[src/common/ps2Pkg.sv]
`default_nettype none

package ps2Pkg;

    ////////////////////
    // Data widths
    ////////////////////

    // One data byte of a PS/2 frame
    typedef logic [7:0] ps2Byte_t;

    // Up to four bytes, oldest byte in the top lane
    typedef logic [31:0] scanCode_t;

    // Bit position within a frame, 0 to 10
    typedef logic [3:0] bitCount_t;

    // Idle timeout counter
    typedef logic [12:0] timeoutCount_t;

    // Line filter stability counter
    typedef logic [4:0] filterCount_t;

    ////////////////////
    // Timing
    ////////////////////

    // Cycles a raw line must hold still before the filtered copy follows
    localparam int filterCycles = 20;

    // Cycles without a keyboard clock edge before a partial frame is dropped
    localparam int frameTimeoutCycles = 4096;

    ////////////////////
    // Scan code prefixes
    ////////////////////

    // Extended key
    localparam ps2Byte_t prefixExtended = 8'hE0;
    // Key release
    localparam ps2Byte_t prefixRelease = 8'hF0;

    // Frame decoder states
    typedef enum logic [1:0] {
        idle,
        receiving,
        done
    } decodeState_t;

endpackage

`default_nettype wire

[src/common/ps2FrameIf.sv]
`timescale 1ns/1ns
`default_nettype none

interface ps2FrameIf;
    import ps2Pkg::*;

    // Received byte, meaningful only while valid is high
    ps2Byte_t data;
    // Single-cycle strobe per frame
    logic     valid;
    // Odd parity check failed
    logic     parityError;
    // Bad start or stop bit
    logic     framingError;

    // Decoder side
    modport sender (output data, output valid, output parityError, output framingError);

    // Assembler side, must take the byte in the valid cycle
    modport receiver (input data, input valid, input parityError, input framingError);

endinterface

`default_nettype wire

[src/logic/ps2LineFilter.sv]
`timescale 1ns/1ns
`default_nettype none

module ps2LineFilter (
    input  logic clk,
    input  logic rst,
    input  logic kclk,
    input  logic kdata,
    output logic kclkFiltered,
    output logic kdataFiltered
);
    import ps2Pkg::*;

    // Lane 0 is the keyboard clock, lane 1 the data line
    logic [1:0] rawLines;
    logic [1:0] cleanLines;

    assign rawLines      = {kdata, kclk};
    assign kclkFiltered  = cleanLines[0];
    assign kdataFiltered = cleanLines[1];

    genvar lineIdx;
    generate
        for (lineIdx = 0; lineIdx < 2; lineIdx++) begin : gLine
            logic         lastSeen;
            logic         filtered;
            filterCount_t stableCount;

            always_ff @(posedge clk) begin
                if (rst) begin
                    // Both lines idle high
                    lastSeen    <= 1'b1;
                    filtered    <= 1'b1;
                    stableCount <= '0;
                end else if (rawLines[lineIdx] != lastSeen) begin
                    // Any change restarts the count
                    lastSeen    <= rawLines[lineIdx];
                    stableCount <= '0;
                end else if (stableCount == filterCount_t'(filterCycles - 1)) begin
                    // Held long enough, pass it on
                    filtered <= lastSeen;
                end else begin
                    stableCount <= stableCount + filterCount_t'(1);
                end
            end

            assign cleanLines[lineIdx] = filtered;
        end
    endgenerate

endmodule

`default_nettype wire

[src/ps2Frame/ps2FrameDecoder.sv]
`timescale 1ns/1ns
`default_nettype none

module ps2FrameDecoder (
    input  logic        clk,
    input  logic        rst,
    input  logic        kclkFiltered,
    input  logic        kdataFiltered,
    ps2FrameIf.sender   frame
);
    import ps2Pkg::*;

    decodeState_t  state;
    bitCount_t     bitCount;
    timeoutCount_t timeoutCount;
    logic          kclkPrev;
    logic          fallingEdge;

    // Frame payload
    ps2Byte_t shiftReg;
    logic     parityAcc;
    logic     startBad;
    logic     framingBad;

    // Keyboard clock edge in the clk domain
    assign fallingEdge = kclkPrev & ~kclkFiltered;

    ////////////////////
    // Control FSM
    ////////////////////

    always_ff @(posedge clk) begin
        if (rst) begin
            state        <= idle;
            bitCount     <= '0;
            timeoutCount <= '0;
            kclkPrev     <= 1'b1;
        end else begin
            kclkPrev <= kclkFiltered;
            unique case (state)
                idle: begin
                    timeoutCount <= '0;
                    if (fallingEdge) begin
                        // Start bit taken, next edge is data bit 0
                        bitCount <= 4'd1;
                        state    <= receiving;
                    end
                end
                receiving: begin
                    if (fallingEdge) begin
                        timeoutCount <= '0;
                        if (bitCount == 4'd10) begin
                            state <= done;
                        end else begin
                            bitCount <= bitCount + 4'd1;
                        end
                    end else if (timeoutCount == timeoutCount_t'(frameTimeoutCycles - 1)) begin
                        // Keyboard went quiet mid frame
                        state <= idle;
                    end else begin
                        timeoutCount <= timeoutCount + timeoutCount_t'(1);
                    end
                end
                done: begin
                    // One cycle strobe only
                    state <= idle;
                end
                default: state <= idle;
            endcase
        end
    end

    ////////////////////
    // Bit shifter
    ////////////////////

    always_ff @(posedge clk) begin
        if (fallingEdge) begin
            if (state == idle) begin
                // Start bit should read 0
                startBad  <= kdataFiltered;
                parityAcc <= 1'b0;
            end else if (state == receiving) begin
                if (bitCount <= 4'd8) begin
                    // Data arrives LSB first
                    shiftReg  <= {kdataFiltered, shiftReg[7:1]};
                    parityAcc <= parityAcc ^ kdataFiltered;
                end else if (bitCount == 4'd9) begin
                    parityAcc <= parityAcc ^ kdataFiltered;
                end else begin
                    // Stop bit should read 1
                    framingBad <= startBad | ~kdataFiltered;
                end
            end
        end
    end

    // Nine bits with odd parity xor to 1
    assign frame.valid        = (state == done);
    assign frame.data         = shiftReg;
    assign frame.parityError  = ~parityAcc;
    assign frame.framingError = framingBad;

    // Frames are far apart, so no back-to-back strobes
    validSinglePulse: assert property (@(posedge clk) disable iff (rst)
        frame.valid |=> !frame.valid);

    bitCountInRange: assert property (@(posedge clk) disable iff (rst)
        bitCount <= 4'd10);

endmodule

`default_nettype wire

[src/logic/ps2KeyAssembler.sv]
`timescale 1ns/1ns
`default_nettype none

module ps2KeyAssembler (
    input  logic              clk,
    input  logic              rst,
    ps2FrameIf.receiver       frame,
    output ps2Pkg::scanCode_t keycode,
    output logic              newKeyPress,
    output logic              frameError
);
    import ps2Pkg::*;

    // Prefix bytes seen so far
    scanCode_t history;
    logic      badFrame;
    logic      isPrefix;

    assign badFrame = frame.parityError | frame.framingError;
    assign isPrefix = (frame.data == prefixExtended) || (frame.data == prefixRelease);

    ////////////////////
    // Prefix handling
    ////////////////////

    always_ff @(posedge clk) begin
        if (rst) begin
            history     <= '0;
            keycode     <= '0;
            newKeyPress <= 1'b0;
            frameError  <= 1'b0;
        end else begin
            // Strobes default low
            newKeyPress <= 1'b0;
            frameError  <= 1'b0;
            if (frame.valid) begin
                if (badFrame) begin
                    // Drop the partial code and keep the last key
                    frameError <= 1'b1;
                    history    <= '0;
                end else if (isPrefix) begin
                    history <= {history[23:0], frame.data};
                end else begin
                    // Final byte closes the code
                    keycode     <= {history[23:0], frame.data};
                    newKeyPress <= 1'b1;
                    history     <= '0;
                end
            end
        end
    end

    strobesExclusive: assert property (@(posedge clk) disable iff (rst)
        !(newKeyPress && frameError));

endmodule

`default_nettype wire

[src/logic/ps2Receiver.sv]
`timescale 1ns/1ns
`default_nettype none

module ps2Receiver (
    input  logic              clk,
    input  logic              rst,
    input  logic              kclk,
    input  logic              kdata,
    output ps2Pkg::scanCode_t keycode,
    output logic              newKeyPress,
    output logic              frameError
);

    logic kclkFiltered;
    logic kdataFiltered;

    // Byte link from decoder to assembler
    ps2FrameIf frameLink ();

    // Glitch removal on both raw lines
    ps2LineFilter lineFilter (
        .clk           (clk),
        .rst           (rst),
        .kclk          (kclk),
        .kdata         (kdata),
        .kclkFiltered  (kclkFiltered),
        .kdataFiltered (kdataFiltered)
    );

    ps2FrameDecoder frameDecoder (
        .clk           (clk),
        .rst           (rst),
        .kclkFiltered  (kclkFiltered),
        .kdataFiltered (kdataFiltered),
        .frame         (frameLink.sender)
    );

    // Prefix collection and code output
    ps2KeyAssembler keyAssembler (
        .clk         (clk),
        .rst         (rst),
        .frame       (frameLink.receiver),
        .keycode     (keycode),
        .newKeyPress (newKeyPress),
        .frameError  (frameError)
    );

endmodule

`default_nettype wire

[config.mk]
export PLATFORM = sky130hd
export DESIGN_NAME = ps2Receiver
export DESIGN_NICKNAME = d
export VERILOG_FILES = /design/src/common/ps2Pkg.sv /design/src/common/ps2FrameIf.sv /design/src/logic/ps2LineFilter.sv /design/src/ps2Frame/ps2FrameDecoder.sv /design/src/logic/ps2KeyAssembler.sv /design/src/logic/ps2Receiver.sv
export SDC_FILE = /design/constraint.sdc
export NUM_CORES = 1
export LEC_CHECK = 0
export BUFFER_PORTS_ARGS = -buffer_cell sky130_fd_sc_hd__buf_2
export CAP_MARGIN = 10
export CORE_ASPECT_RATIO = 0.75
export CORE_MARGIN = 2
export CORE_UTILIZATION = 50
export DETAILED_ROUTE_END_ITERATION = 10
export GPL_ROUTABILITY_DRIVEN = 1
export PLACE_DENSITY = 0.68
export SYNTH_ARGS = -nofsm -noshare
export SYNTH_HDL_FRONTEND = slang
export SYNTH_SLANG_ARGS = --single-unit
[constraint.sdc]
create_clock -name clk -period 2.2 [get_ports clk]
set_clock_uncertainty 0.15 [all_clocks]
set_input_delay 0.33 -clock clk [delete_from_list [all_inputs] [get_ports clk]]
set_output_delay 0.33 -clock clk [all_outputs]
set_load 0.1 [all_outputs]
==> results.sh <==
export IMPL_status="finished clean"
export IMPL_finalCriticalPeriod_ns=1.948
export IMPL_syn_area_um2=4036
export IMPL_initial_core_util=0.5143
export IMPL_path_max_fanout=7
export IMPL_maxCapViolations=0
export IMPL_synth_fp_nets=446
export IMPL_drt_iter0_markers=188
export IMPL_crit_type="register to register"
export IMPL_nets=483
export IMPL_clkPwrFrac=0.387
export IMPL_io_pins=38
export IMPL_async_flop_share=0
export IMPL_fillCellCount=729
export IMPL_cts_resized=0
export IMPL_clock_latency_ns=0.35
export IMPL_cts_hold_buf=0
export IMPL_ys_types=49
export IMPL_ant_nets=0
export IMPL_grt_use_total=0.1855
export IMPL_post_route_period_util=0.8856
export IMPL_crit_path_start_kind="register"
export IMPL_timing_hold_ws_ns=0.06606
export IMPL_slew_violations=0
export IMPL_cts_root_buf="clkbuf_8"
export IMPL_layout_commonest_cell="dfxtp_1"
export IMPL_post_cts_buffers=0
export IMPL_rrSetupSlack_ns=0.25
export IMPL_area_growth_pct=12.40
export IMPL_syn_avg_cell_area_um2=9.279
export IMPL_finalWeightedCongestion=0.8114
export IMPL_synth_seq_area_share=0.5381
export IMPL_synthesis_instances=435
export IMPL_tightest_slew_ns=0.5335
export IMPL_antenna_found_initial=0
export IMPL_rsz0062_at_grt="false"
export IMPL_clkSinkCount=103
export IMPL_p_total_uw=3192
export IMPL_grt_max_degree=30
export IMPL_fp_dieArea_um2=8815
export IMPL_final_setup_viol_count=0
export IMPL_vias=3032
export IMPL_ys_seq_elements=103
export IMPL_ys_warn_count=0
export IMPL_std_cell_rows=28
export IMPL_netSwitchingFraction=0.2106
export IMPL_worstHoldStart="kdata"
export IMPL_port_buffers=37
export IMPL_drc_errors=0
export IMPL_hold_end="lineFilter.gLine[1].lastSeen"
export IMPL_clock_fmax_mhz=513.3
export IMPL_fin_cells=582
export IMPL_path_clk_slew_ns=0.09
export IMPL_grt_pass1_wl_um=12670
export IMPL_numCtsBuffers=9
export IMPL_internal_power_uw=2520
export IMPL_reg2reg_from="frameDecoder.timeoutCount[0]"
export IMPL_ir_drop_mv=0.4172
export IMPL_r2r_end="frameDecoder.timeoutCount[3]"
export IMPL_drt_wl_total_um=7589
export IMPL_placed_cells=566
export IMPL_clk_path_buf_depth=2
export IMPL_synth_edf_count=11
export IMPL_dr_pass1_iters=4
export IMPL_critPathRequiredTime_ns=2.28
export IMPL_grt_pass1_vias=2623
export IMPL_dp_final_hpwl_um=5227
export IMPL_final_core_util=0.5781
export IMPL_cts_tree="yes"
export IMPL_die_h_um=81.81
export IMPL_endpoint_kind="register"
export IMPL_fp_coreArea_um2=7848
export IMPL_htreeDepth=3
export IMPL_combPwrFrac=0.017
export IMPL_mostFrequentLayoutCells="92 x dfxtp_1, 77 x nand2_1, 50 x a21oi_1"
export IMPL_cp_arrival_ns=2.03
export IMPL_hold_violations=0
export IMPL_die_w_um=107.8
export IMPL_powerDensity_nw_per_um2=703.5
export IMPL_p_sw_uw=672.1
export IMPL_relSlewSlack=0.6443
export IMPL_avgViaCountPerCell=5.210
export IMPL_diodes=0
export IMPL_drive_above_1_share=0.1719
export IMPL_avgRoutedWirePerCell_um=13.04
export IMPL_hold_path_depth=2
export IMPL_hold_class="primary input to register"
export IMPL_power_frac_seq=0.596
export IMPL_p_leak_uw=0.001652
export IMPL_grt_ovfl_total=0
export IMPL_ys_flop_type="dfxtp_1"
export IMPL_reg2reg_depth=6
export IMPL_finalSetupTns_ns=0
-- flip-flops by register name, summed over array words and instances, names as in the netlist --
register and cells:
frameDecoder.bitCount 4, frameDecoder.frame.data 8, frameDecoder.frame.framingError 1, frameDecoder.kclkPrev 1, frameDecoder.parityAcc 1, frameDecoder.startBad 1
frameDecoder.state 2, frameDecoder.timeoutCount 13, keyAssembler.frameError 1, keyAssembler.history 24, keyAssembler.keycode 32, keyAssembler.newKeyPress 1
lineFilter.gLine.lastSeen 2, lineFilter.gLine.stableCount 10, lineFilter.kclkFiltered 1, lineFilter.kdataFiltered 1
-- how the worst max path moves through the flow --
| stage | from | to | depth (start not counted) |
|---|---|---|---|
| floorplan | frameDecoder.timeoutCount[0] | frameDecoder.timeoutCount[3] | 6 |
| global placement | frameDecoder.timeoutCount[0] | frameDecoder.timeoutCount[3] | 6 |
| detailed placement | frameDecoder.timeoutCount[0] | frameDecoder.timeoutCount[3] | 6 |
| CTS | frameDecoder.timeoutCount[0] | frameDecoder.timeoutCount[3] | 6 |
| global route | frameDecoder.timeoutCount[0] | frameDecoder.timeoutCount[3] | 6 |
| finish | frameDecoder.timeoutCount[0] | frameDecoder.timeoutCount[3] | 6 |
-- cell usage after synthesis (all sizes together), types with 5 or more instances --
cell type / number / area, µm²
dfxtp: 92 / 1842
nand2: 77 / 289.0
a21oi: 52 / 267.8
nor2: 48 / 187.7
a22oi: 19 / 142.6
buf: 14 / 101.4
nor3: 13 / 70.07
edfxtp: 11 / 330.3
nand2b: 11 / 68.82
clkbuf: 10 / 41.29
nand3: 10 / 55.05
and2: 7 / 43.79
ha: 7 / 87.58
xor2: 6 / 52.55
a311oi: 5 / 43.79
xnor2: 5 / 43.79
-- per-stage QoR --
step / cell area, µm² / worst slack [ns]
6_report: 4537 / 0.2518
5_1_grt: 4537 / 0.09728
4_1_cts: 4537 / 0.1505
3_5_place_dp: 4320 / 0.1778
3_3_place_gp: 4320 / 0.2221
2_1_floorplan: 4036 / 0.3730
-- cells by family after synthesis --
kind of cell,Yosys count,synth area share
simple gates,190,0.2272
mux,2,0.004960
fa+ha+maj,7,0.02170
flops,103,0.5381
xor+xnor,11,0.02387
compound gates,95,0.1460
buf+inv,27,0.03813
-- power groups by stage --
stage          combinational, µW  clock [µW]  sequential (µW)
2_1_floorplan               41.5           0             1950
3_3_place_gp                53.9           0             1950
3_5_place_dp                55.0           0             1950
4_1_cts                     54.9        1280             1900
5_1_grt                     61.3        1350             1910
6_report                    53.9        1230             1900
-- critical path, cell delays in order, from the launching register on --
cell and delay (ns):
dfxtp_1 0.44, ha_1 0.26, nand3_2 0.15, nor4_4 0.31, nor2_1 0.20, a41oi_1 0.25
a311oi_1 0.07
-- final cells by class --
class	instances	area (µm²)	area share
inverter	3	11.26	0.002482
tap	105	131.4	0.02896
clock inverter	5	63.81	0.01407
multi-input combinational	305	1710	0.3770
clock buffer	11	152.6	0.03365
sequential	103	2172	0.4788
timing repair buffer	50	295.3	0.06509
-- per-layer routing --
metal	share of wire	track usage	up-vias
met5	0	0	-
met4	0.0042	0.05385	0
met3	0.034	0.05000	2
met2	0.42	0.2642	49
met1	0.54	0.2752	1410
li1	-	-	1571
(Power assumes the default switching activity.)
